<file path="config.mk">
export PLATFORM = sky130hd
export DESIGN_NAME = udp_frame_generator
export DESIGN_NICKNAME = d
export VERILOG_FILES = /design/src/design/ethernet_pkg.sv /design/src/design/ipv4_udp_pkg.sv /design/src/design/ipv4_header_checksum.sv /design/src/design/frame_sequencer.sv /design/src/design/frame_check_sequence.sv /design/src/design/udp_frame_generator.sv
export SDC_FILE = /design/constraint.sdc
export NUM_CORES = 1
export LEC_CHECK = 0
export ABC_AREA = 1
export BUFFER_PORTS_ARGS = -buffer_cell sky130_fd_sc_hd__buf_2
export CORE_MARGIN = 8
export CORE_UTILIZATION = 40
export CTS_BUF_LIST = sky130_fd_sc_hd__clkbuf_8
export DETAILED_ROUTE_END_ITERATION = 10
export MAX_ROUTING_LAYER = met4
export PLACE_DENSITY = 0.6
export SETUP_SLACK_MARGIN = 0.5
export SKIP_LAST_GASP = 1
export SYNTH_ARGS = -nofsm -noshare
export SYNTH_HDL_FRONTEND = slang
export SYNTH_SLANG_ARGS = --single-unit
</file>
<file path="constraint.sdc">
create_clock -name clock -period 11.6 [get_ports clock]
set_input_delay 1.16 -clock clock [delete_from_list [all_inputs] [get_ports clock]]
set_output_delay 1.16 -clock clock [all_outputs]
set_load 0.03 [all_outputs]
</file>
<file path="src/design/ethernet_pkg.sv">
package ethernet_pkg;

    // Type field of an Ethernet II frame carrying IPv4
    localparam logic [15:0] ETHERTYPE_IPV4 = 16'h0800;

    // Destination, source and type
    localparam int MAC_HEADER_BYTES = 14;

    localparam int FCS_BYTES = 4;

    // Shortest UDP data field that still fills a 64 byte frame
    localparam int MIN_UDP_DATA_BYTES = 18;

    ////////////////////////////////////////////////////////////
    // Frame check sequence
    ////////////////////////////////////////////////////////////

    // Reflected form of 0x04C11DB7, data shifted in LSB first
    localparam logic [31:0] CRC32_POLYNOMIAL = 32'hEDB88320;
    localparam logic [31:0] CRC32_INITIAL = 32'hFFFFFFFF;

endpackage

</file>
<file path="src/design/ipv4_udp_pkg.sv">
package ipv4_udp_pkg;

    ////////////////////////////////////////////////////////////
    // IPv4 header fields
    ////////////////////////////////////////////////////////////

    // Version 4, five 32-bit header words
    localparam logic [7:0] IPV4_VERSION_IHL = 8'h45;
    localparam logic [7:0] IPV4_DSCP = 8'h00;
    localparam logic [7:0] IPV4_TIME_TO_LIVE = 8'h80;
    localparam logic [7:0] IPV4_PROTOCOL_UDP = 8'h11;

    localparam int IPV4_HEADER_BYTES = 20;
    localparam int IPV4_HEADER_WORDS = 10;

    ////////////////////////////////////////////////////////////
    // UDP
    ////////////////////////////////////////////////////////////

    localparam int UDP_HEADER_BYTES = 8;

    // Payload buffer depth seen by the generator
    localparam int BUFFER_ADDRESS_WIDTH = 16;

endpackage

</file>
<file path="src/design/ipv4_header_checksum.sv">
`timescale 1ns/10ps

module ipv4_header_checksum (
    input  logic        clock,
    input  logic        reset_n,
    input  logic        checksum_start,
    input  logic [15:0] ipv4_total_length,
    input  logic [15:0] ipv4_identification,
    input  logic [31:0] ipv4_source,
    input  logic [31:0] ipv4_destination,
    output logic [15:0] header_checksum,
    output logic        checksum_done
);
    import ipv4_udp_pkg::*;

    logic [3:0]  word_index;
    logic [15:0] header_word;
    logic [15:0] carried_sum;
    logic [16:0] running_sum;
    logic [16:0] accumulator;
    logic        last_word;

    // Header words in transmit order
    always_comb begin
        case (word_index)
            4'd0: header_word = {IPV4_VERSION_IHL, IPV4_DSCP};
            4'd1: header_word = ipv4_total_length;
            4'd2: header_word = ipv4_identification;
            4'd4: header_word = {IPV4_TIME_TO_LIVE, IPV4_PROTOCOL_UDP};
            4'd6: header_word = ipv4_source[31:16];
            4'd7: header_word = ipv4_source[15:0];
            4'd8: header_word = ipv4_destination[31:16];
            4'd9: header_word = ipv4_destination[15:0];
            // Flags, fragment offset and the checksum field itself
            default: header_word = 16'h0000;
        endcase
    end

    // End-around carry of the previous word folded back in
    assign carried_sum = checksum_start ? 16'h0000 : accumulator[15:0] + 16'(accumulator[16]);
    assign running_sum = {1'b0, carried_sum} + {1'b0, header_word};
    assign last_word = word_index == 4'(IPV4_HEADER_WORDS - 1);

    always_ff @(posedge clock or negedge reset_n) begin
        if (!reset_n) begin
            word_index <= '0;
            checksum_done <= 1'b0;
        end else begin
            checksum_done <= 1'b0;
            if (checksum_start) begin
                word_index <= 4'd1;
            end else if (last_word) begin
                word_index <= '0;
                checksum_done <= 1'b1;
            end else if (word_index != '0) begin
                word_index <= word_index + 4'd1;
            end
        end
    end

    always_ff @(posedge clock) begin
        accumulator <= running_sum;
        if (last_word) begin
            header_checksum <= ~(running_sum[15:0] + 16'(running_sum[16]));
        end
    end

endmodule

</file>
<file path="src/design/frame_sequencer.sv">
`timescale 1ns/10ps

module frame_sequencer #(
    parameter int unsigned INTER_PACKET_GAP_CYCLES = 15
) (
    input  logic        clock,
    input  logic        reset_n,
    input  logic        enable,
    input  logic [47:0] mac_destination,
    input  logic [47:0] mac_source,
    input  logic [31:0] ipv4_source,
    input  logic [31:0] ipv4_destination,
    input  logic [15:0] ipv4_identification,
    input  logic [15:0] udp_source,
    input  logic [15:0] udp_destination,
    input  logic [15:0] udp_payload_size,
    input  logic [7:0]  udp_buffer_read_data,
    input  logic        checksum_done,
    input  logic [15:0] header_checksum,
    output logic        ready,
    output logic [ipv4_udp_pkg::BUFFER_ADDRESS_WIDTH-1:0] udp_buffer_read_address,
    output logic        checksum_start,
    output logic [15:0] ipv4_total_length,
    output logic [15:0] saved_ipv4_identification,
    output logic [31:0] saved_ipv4_source,
    output logic [31:0] saved_ipv4_destination,
    output logic [7:0]  byte_data,
    output logic        byte_valid,
    output logic        byte_first,
    output logic        byte_end
);
    import ethernet_pkg::*;
    import ipv4_udp_pkg::*;

    localparam int HEADER_BYTES = MAC_HEADER_BYTES + IPV4_HEADER_BYTES + UDP_HEADER_BYTES;
    localparam logic [15:0] GAP_END = 16'(FCS_BYTES + INTER_PACKET_GAP_CYCLES);

    localparam logic [2:0] S_IDLE          = 3'd0;
    localparam logic [2:0] S_CHECKSUM_WAIT = 3'd1;
    localparam logic [2:0] S_HEADER        = 3'd2;
    localparam logic [2:0] S_PAYLOAD       = 3'd3;
    localparam logic [2:0] S_PAD           = 3'd4;
    localparam logic [2:0] S_GAP           = 3'd5;

    logic [2:0]                  state;
    logic [15:0]                 byte_counter;
    logic [47:0]                 saved_mac_destination;
    logic [47:0]                 saved_mac_source;
    logic [15:0]                 saved_udp_source;
    logic [15:0]                 saved_udp_destination;
    logic [15:0]                 saved_udp_payload_size;
    logic [15:0]                 udp_length;
    logic [HEADER_BYTES*8-1:0]   header_vector;
    logic [7:0]                  header_byte;
    logic                        last_header_byte;
    logic                        last_payload_byte;
    logic                        needs_pad;

    ////////////////////////////////////////////////////////////
    // Header byte selection
    ////////////////////////////////////////////////////////////

    // Flags, fragment offset and UDP checksum go out as zero
    assign header_vector = {
        saved_mac_destination, saved_mac_source, ETHERTYPE_IPV4,
        IPV4_VERSION_IHL, IPV4_DSCP, ipv4_total_length,
        saved_ipv4_identification, 16'h0000,
        IPV4_TIME_TO_LIVE, IPV4_PROTOCOL_UDP, header_checksum,
        saved_ipv4_source, saved_ipv4_destination,
        saved_udp_source, saved_udp_destination, udp_length, 16'h0000
    };

    // First byte sits in the top bits
    assign header_byte = header_vector[8*(HEADER_BYTES-1-int'(byte_counter)) +: 8];

    assign last_header_byte = byte_counter == 16'(HEADER_BYTES - 1);
    assign last_payload_byte = byte_counter == saved_udp_payload_size - 16'd1;
    assign needs_pad = saved_udp_payload_size < 16'(MIN_UDP_DATA_BYTES);

    ////////////////////////////////////////////////////////////
    // Control
    ////////////////////////////////////////////////////////////

    always_ff @(posedge clock or negedge reset_n) begin
        if (!reset_n) begin
            state <= S_IDLE;
            byte_counter <= '0;
            ready <= 1'b0;
            checksum_start <= 1'b0;
            udp_buffer_read_address <= '0;
            byte_valid <= 1'b0;
            byte_first <= 1'b0;
            byte_end <= 1'b0;
        end else begin
            checksum_start <= 1'b0;
            byte_first <= 1'b0;
            byte_end <= 1'b0;
            case (state)
                S_IDLE: begin
                    ready <= 1'b1;
                    byte_counter <= '0;
                    udp_buffer_read_address <= '0;
                    if (ready && enable) begin
                        ready <= 1'b0;
                        checksum_start <= 1'b1;
                        state <= S_CHECKSUM_WAIT;
                    end
                end
                S_CHECKSUM_WAIT: begin
                    if (checksum_done) begin
                        byte_valid <= 1'b1;
                        byte_first <= 1'b1;
                        byte_counter <= 16'd1;
                        state <= S_HEADER;
                    end
                end
                S_HEADER: begin
                    byte_counter <= byte_counter + 16'd1;
                    if (last_header_byte) begin
                        // Read of byte 1 goes out while byte 0 returns
                        byte_counter <= '0;
                        udp_buffer_read_address <= udp_buffer_read_address + 1'b1;
                        state <= (saved_udp_payload_size == '0) ? S_PAD : S_PAYLOAD;
                    end
                end
                S_PAYLOAD: begin
                    byte_counter <= byte_counter + 16'd1;
                    udp_buffer_read_address <= udp_buffer_read_address + 1'b1;
                    if (last_payload_byte) begin
                        if (needs_pad) begin
                            state <= S_PAD;
                        end else begin
                            byte_end <= 1'b1;
                            byte_counter <= '0;
                            state <= S_GAP;
                        end
                    end
                end
                S_PAD: begin
                    byte_counter <= byte_counter + 16'd1;
                    if (byte_counter == 16'(MIN_UDP_DATA_BYTES - 1)) begin
                        byte_end <= 1'b1;
                        byte_counter <= '0;
                        state <= S_GAP;
                    end
                end
                S_GAP: begin
                    // FCS bytes leave downstream before the gap proper
                    byte_valid <= 1'b0;
                    byte_counter <= byte_counter + 16'd1;
                    if (byte_counter == GAP_END) begin
                        state <= S_IDLE;
                    end
                end
                default: begin
                    state <= S_IDLE;
                end
            endcase
        end
    end

    ////////////////////////////////////////////////////////////
    // Field capture and output byte
    ////////////////////////////////////////////////////////////

    always_ff @(posedge clock) begin
        if (state == S_IDLE) begin
            saved_mac_destination <= mac_destination;
            saved_mac_source <= mac_source;
            saved_ipv4_source <= ipv4_source;
            saved_ipv4_destination <= ipv4_destination;
            saved_ipv4_identification <= ipv4_identification;
            saved_udp_source <= udp_source;
            saved_udp_destination <= udp_destination;
            saved_udp_payload_size <= udp_payload_size;
            ipv4_total_length <= udp_payload_size + 16'(IPV4_HEADER_BYTES + UDP_HEADER_BYTES);
            udp_length <= udp_payload_size + 16'(UDP_HEADER_BYTES);
        end

        case (state)
            S_CHECKSUM_WAIT, S_HEADER: byte_data <= header_byte;
            S_PAYLOAD: byte_data <= udp_buffer_read_data;
            default: byte_data <= 8'h00;
        endcase
    end

endmodule

</file>
<file path="src/design/frame_check_sequence.sv">
`timescale 1ns/10ps

module frame_check_sequence (
    input  logic       clock,
    input  logic       reset_n,
    input  logic [7:0] byte_data,
    input  logic       byte_valid,
    input  logic       byte_first,
    input  logic       byte_end,
    output logic [7:0] frame_data,
    output logic       frame_valid,
    output logic       frame_start,
    output logic       frame_last
);
    import ethernet_pkg::*;

    logic [31:0] crc;
    logic [31:0] crc_seed;
    logic [2:0]  fcs_remaining;

    // One byte of reflected CRC-32, bit 0 first
    function automatic logic [31:0] crc32_byte(input logic [31:0] crc_in, input logic [7:0] data);
        logic [31:0] value;
        value = crc_in ^ {24'h000000, data};
        for (int bit_index = 0; bit_index < 8; bit_index++) begin
            if (value[0]) begin
                value = (value >> 1) ^ CRC32_POLYNOMIAL;
            end else begin
                value = value >> 1;
            end
        end
        return value;
    endfunction

    assign crc_seed = byte_first ? CRC32_INITIAL : crc;

    ////////////////////////////////////////////////////////////
    // Strobes and FCS byte count
    ////////////////////////////////////////////////////////////

    always_ff @(posedge clock or negedge reset_n) begin
        if (!reset_n) begin
            frame_valid <= 1'b0;
            frame_start <= 1'b0;
            frame_last <= 1'b0;
            fcs_remaining <= '0;
        end else begin
            frame_start <= byte_valid && byte_first;
            if (fcs_remaining != '0) begin
                frame_valid <= 1'b1;
                frame_last <= fcs_remaining == 3'd1;
                fcs_remaining <= fcs_remaining - 3'd1;
            end else begin
                frame_valid <= byte_valid;
                frame_last <= 1'b0;
                if (byte_valid && byte_end) begin
                    fcs_remaining <= 3'(FCS_BYTES);
                end
            end
        end
    end

    ////////////////////////////////////////////////////////////
    // Data path
    ////////////////////////////////////////////////////////////

    always_ff @(posedge clock) begin
        if (fcs_remaining != '0) begin
            // Inverted remainder, low byte on the wire first
            frame_data <= ~crc[7:0];
            crc <= crc >> 8;
        end else begin
            frame_data <= byte_data;
            if (byte_valid) begin
                crc <= crc32_byte(crc_seed, byte_data);
            end
        end
    end

endmodule

</file>
<file path="src/design/udp_frame_generator.sv">
`timescale 1ns/10ps

module udp_frame_generator #(
    parameter int unsigned INTER_PACKET_GAP_CYCLES = 15
) (
    input  logic        clock,
    input  logic        reset_n,
    input  logic        enable,
    input  logic [47:0] mac_destination,
    input  logic [47:0] mac_source,
    input  logic [31:0] ipv4_source,
    input  logic [31:0] ipv4_destination,
    input  logic [15:0] ipv4_identification,
    input  logic [15:0] udp_source,
    input  logic [15:0] udp_destination,
    input  logic [15:0] udp_payload_size,
    input  logic [7:0]  udp_buffer_read_data,
    output logic [ipv4_udp_pkg::BUFFER_ADDRESS_WIDTH-1:0] udp_buffer_read_address,
    output logic [7:0]  frame_data,
    output logic        frame_valid,
    output logic        frame_start,
    output logic        frame_last,
    output logic        ready
);

    // Sequencer to checksum
    logic        checksum_start;
    logic        checksum_done;
    logic [15:0] header_checksum;
    logic [15:0] ipv4_total_length;
    logic [15:0] saved_ipv4_identification;
    logic [31:0] saved_ipv4_source;
    logic [31:0] saved_ipv4_destination;

    // Sequencer to FCS
    logic [7:0]  byte_data;
    logic        byte_valid;
    logic        byte_first;
    logic        byte_end;

    frame_sequencer #(
        .INTER_PACKET_GAP_CYCLES (INTER_PACKET_GAP_CYCLES)
    ) frame_sequencer_i (
        .clock                     (clock),
        .reset_n                   (reset_n),
        .enable                    (enable),
        .mac_destination           (mac_destination),
        .mac_source                (mac_source),
        .ipv4_source               (ipv4_source),
        .ipv4_destination          (ipv4_destination),
        .ipv4_identification       (ipv4_identification),
        .udp_source                (udp_source),
        .udp_destination           (udp_destination),
        .udp_payload_size          (udp_payload_size),
        .udp_buffer_read_data      (udp_buffer_read_data),
        .checksum_done             (checksum_done),
        .header_checksum           (header_checksum),
        .ready                     (ready),
        .udp_buffer_read_address   (udp_buffer_read_address),
        .checksum_start            (checksum_start),
        .ipv4_total_length         (ipv4_total_length),
        .saved_ipv4_identification (saved_ipv4_identification),
        .saved_ipv4_source         (saved_ipv4_source),
        .saved_ipv4_destination    (saved_ipv4_destination),
        .byte_data                 (byte_data),
        .byte_valid                (byte_valid),
        .byte_first                (byte_first),
        .byte_end                  (byte_end)
    );

    ipv4_header_checksum ipv4_header_checksum_i (
        .clock               (clock),
        .reset_n             (reset_n),
        .checksum_start      (checksum_start),
        .ipv4_total_length   (ipv4_total_length),
        .ipv4_identification (saved_ipv4_identification),
        .ipv4_source         (saved_ipv4_source),
        .ipv4_destination    (saved_ipv4_destination),
        .header_checksum     (header_checksum),
        .checksum_done       (checksum_done)
    );

    frame_check_sequence frame_check_sequence_i (
        .clock       (clock),
        .reset_n     (reset_n),
        .byte_data   (byte_data),
        .byte_valid  (byte_valid),
        .byte_first  (byte_first),
        .byte_end    (byte_end),
        .frame_data  (frame_data),
        .frame_valid (frame_valid),
        .frame_start (frame_start),
        .frame_last  (frame_last)
    );

endmodule

</file>
==> impl_metrics.yaml <==
critical_path:
  cp_common_cell: "nand2_1"
  cp.required_ns: 11.98
  reg2reg_to: "ipv4_header_checksum_i.header_checksum[8]"
  timing.rr.start: "ipv4_header_checksum_i.word_index[3]"
  r2r_slack_ns: 5.59
  critical_path.top_delay_family: "simple AND/OR/NAND/NOR gates"
  path_depth: 26
  critPathCaptureType: "flip-flop"
  cp_max_fo: 30
  reg2reg_depth: 26
  endpoint: "ipv4_header_checksum_i.header_checksum[8]"
  path_class: "reg2reg"
  critPathArrivalTime_ns: 6.39
  start_kind: "flip-flop"
  slowest_stage: "inv_1"
  slowest_delay_ns: 0.92
  path_buf_inv: 3
  startpoint: "ipv4_header_checksum_i.word_index[3]"
floorplanning:
  pin_count: 263
  initial_utilization_pct: 40.4
  die_x_um: 238
  fp.dieH_um: 238
  coreArea_sq_um: 48800
  row_count: 81
  die_area_sq_um: 56700
clock_tree:
  clock_path_buffers: 3
  ctsHoldBuffers: 0
  cts_setup_buffers: 0
  htree_levels: 3
  clock-sinks: 383
  cts_tree: "yes"
  clock_latency_ns: 0.65
  ctsResizeCount: 0
  ctsRootBufferMaster: "clkbuf_8"
  clkSlewWorstSetupHoldPaths_ns: 0.07
  numCtsBuffers: 68
synthesis:
  synth.distinct_cells: 60
  synth_mux_area_share_pct: 0
  ys_seq_area_share_pct: 54.9
  synth_compound_area_share_pct: 6.58
  synthAdderAreaFrac_pct: 2.13
  synthesis.area_sq_um: 19800
  ys_ff_latch: 383
  synth_top_area_cell: "edfxtp_1"
  syn-num-nets: 2423
  synth_top_family_by_area: "simple AND/OR/NAND/NOR gates"
  yosys_warnings: 0
  synth_area_leaders: "edfxtp_1 (44%), nand2_1 (11%), nand3_1 (6.5%)"
  synth-xor-area-share_pct: 7.28
  async_flop_share_pct: 13.3
  yosysTopAreaCellShare_pct: 44.2
  synth-simple-area-share_pct: 23.8
  synth_edf_count: 291
  syn_inst: 2155
  syn_area_per_cell_sq_um: 9.17
  synth_ff_type: "edfxtp_1"
cells_and_area:
  multi_input_area_sq_um: 7870
  finalNetCount: 2695
  finish.utilization_pct: 47.2
  nFillCells: 4749
  final_common_cell: "nand2_1"
  ff_latch_area_sq_um: 10800
  final_cell_mix: "nand2_1 (583), edfxtp_1 (291), buf_2 (262), nand3_1 (256), inv_1 (208)"
  drive_gt1_share_pct: 16.8
  area_growth_pct: 16.7
timing:
  fin_tns_setup_ns: 0
  fmax_mhz: 166
  fin_crit_sh_pct: 51.8
  rsz0062_at_grt: "false"
  maxSlewHeadroom_pct: 23.0
  tightest_slew_ns: 1.15
  clock_skew_ns: 0.0280
  min_period_ns: 6.01
  hold_violations: 0
  setup_viol: 0
  finalMaxSlewViolations: 0
routing:
  wl_met3_mm: 4.43
  wl_met1_mm: 26.4
  drtIter0Drc: 1487
  drc: 0
  wirelength_mm: 63.3
  ant_nets: 0
  vias: 16500
  viasPerCell: 5.23
  first_pass_iters: 5
  wire_per_inst_um: 20.1
  wl_met2_mm: 30.0
  routed.top_layer: "met4"
grt:
  antenna_found_initial: 2
  grt_pass1_wl_mm: 95.8
  grt_pass1_vias: 16500
  grt_max_degree: 94
  grtUsageTotal_pct: 22.5
  grt-ovfl-total: 0
hold_path:
  min_from: "frame_check_sequence_i.fcs_remaining[1]"
  hold_depth: 1
  min_path_type: "reg2reg"
power:
  power_density_nw_per_um2: 314
  peakVddDrop_v: 0.000166
  leakagePower_nw: 10.1
placement:
  dp_hpwl_mm: 46.7
  portBuffers: 262
  globalplace.congestion: 0.926
run:
  drv_cap: 0
outcome:
  status: "completed"
Yosys cell counts (3+ instances only):
library cell and n:
nand3b_1 7, clkbuf_1 44, a32o_1 3, o21ai_1 7, nor4_1 7, o211ai_1 3, clkinv_1 3, xor2_2 5
o2111ai_1 4, and3_1 4, nor2_2 11, buf_1 10, ha_1 32, xor2_1 99, dfxtp_1 41, xor2_4 3
inv_1 180, edfxtp_1 291, xnor2_1 36, o22ai_1 10, buf_2 18, a22o_1 3, dfrtp_1 51, nand3_1 256
a21oi_1 76, buf_4 9, o21ai_0 90, nand2_1 584, xnor2_2 4, a221oi_1 11, nand4_1 25, nor3_1 32
or2_2 6, a31oi_1 3, nor2_1 154
cell type report:
type                       count  share of cell area [%]
sequential                   383                    47.0
multi-input combinational   1505                    34.2
timing repair buffer         284                    6.41
clock buffer                  72                    4.30
tap                          664                    3.61
inverter                     185                    3.05
clock inverter                48                    1.41
antenna                        4                  0.0434
how the worst min path moves through the flow:
stage / end
floorplan: frame_check_sequence_i.frame_last
global placement: frame_check_sequence_i.frame_last
detailed placement: frame_check_sequence_i.frame_last
CTS: frame_check_sequence_i.frame_last
global route: frame_check_sequence_i.frame_data[1]
finish: frame_check_sequence_i.frame_last
metal layers:
layer  global-route usage, %  up-vias
met4                    8.60        0
li1                        -     7811
met1                    28.3     7849
met5                       -        -
met2                    35.7      673
met3                    4.42      128
kinds of logic (layout without fill, tap and decap cells):
logic type	after synthesis	in the layout
AOI/OAI and AO/OA	228	228
xor gates and xnor gates	148	148
adders and majority gates	33	33
buffers and inverters	267	589
DFF	383	383
other	0	4
and+or+nand+nor	1096	1096
state kept, by name, summed over array words and instances, names as in the netlist, 3 cells and up:
register and count:
frame_sequencer_i.ipv4_total_length 14, frame_sequencer_i.state 3, frame_sequencer_i.saved_ipv4_destination 32, frame_sequencer_i.saved_mac_source 48, frame_sequencer_i.byte_data 8, frame_check_sequence_i.crc 32, frame_sequencer_i.udp_length 16, frame_check_sequence_i.fcs_remaining 3
frame_sequencer_i.saved_udp_destination 16, frame_sequencer_i.udp_buffer_read_address 16, frame_sequencer_i.saved_ipv4_identification 16, frame_sequencer_i.saved_ipv4_source 32, ipv4_header_checksum_i.header_checksum 16, frame_sequencer_i.saved_udp_payload_size 13, frame_check_sequence_i.frame_data 8, ipv4_header_checksum_i.word_index 4
frame_sequencer_i.saved_mac_destination 48, frame_sequencer_i.saved_udp_source 16, ipv4_header_checksum_i.accumulator 17, frame_sequencer_i.byte_counter 16
per-stage QoR:
stage	std cells	instance area, sq um	total power [mW]	setup slack (ns)	hold slack (ns)
finish	3145	23000	7.24	5.59	0.468
floorplan	2155	19800	5.02	3.66	0.425
global placement	3021	21700	5.97	5.81	0.444
global route	3143	23000	7.75	4.95	0.498
CTS	3141	23000	7.28	5.59	0.470
detailed placement	3021	21700	6.00	5.63	0.459
worst register-to-register path: stages (launching register included):
cell	delay (ns)
dfrtp_1	0.43
inv_1	0.10
nor2_1	0.81
nand2_1	0.33
inv_1	0.92
a221oi_1	0.25
o2111ai_1	0.13
ha_1	0.23
fa_1	0.22
nand3_1	0.07
nand2_1	0.15
a21oi_1	0.09
o21ai_1	0.21
nand3_1	0.12
nand2_1	0.08
nand2_1	0.06
a21oi_1	0.12
or2_2	0.15
ha_1	0.15
nand2_1	0.13
nor2_1	0.17
nand2_1	0.12
nor2_1	0.12
inv_1	0.06
nor2_1	0.27
nand2_1	0.11
xor2_1	0.16
where the power goes:
part | total [mW] | internal, mW | leakage (nW) | switching (mW)
clock network | 1.24 | 0.667 | 0.766 | 0.571
registers | 2.47 | 2.19 | 3.83 | 0.279
logic | 3.53 | 1.10 | 5.50 | 2.43
total | 7.24 | 3.96 | 10.1 | 3.28
No activity file was read; power rests on OpenSTA's default activity.
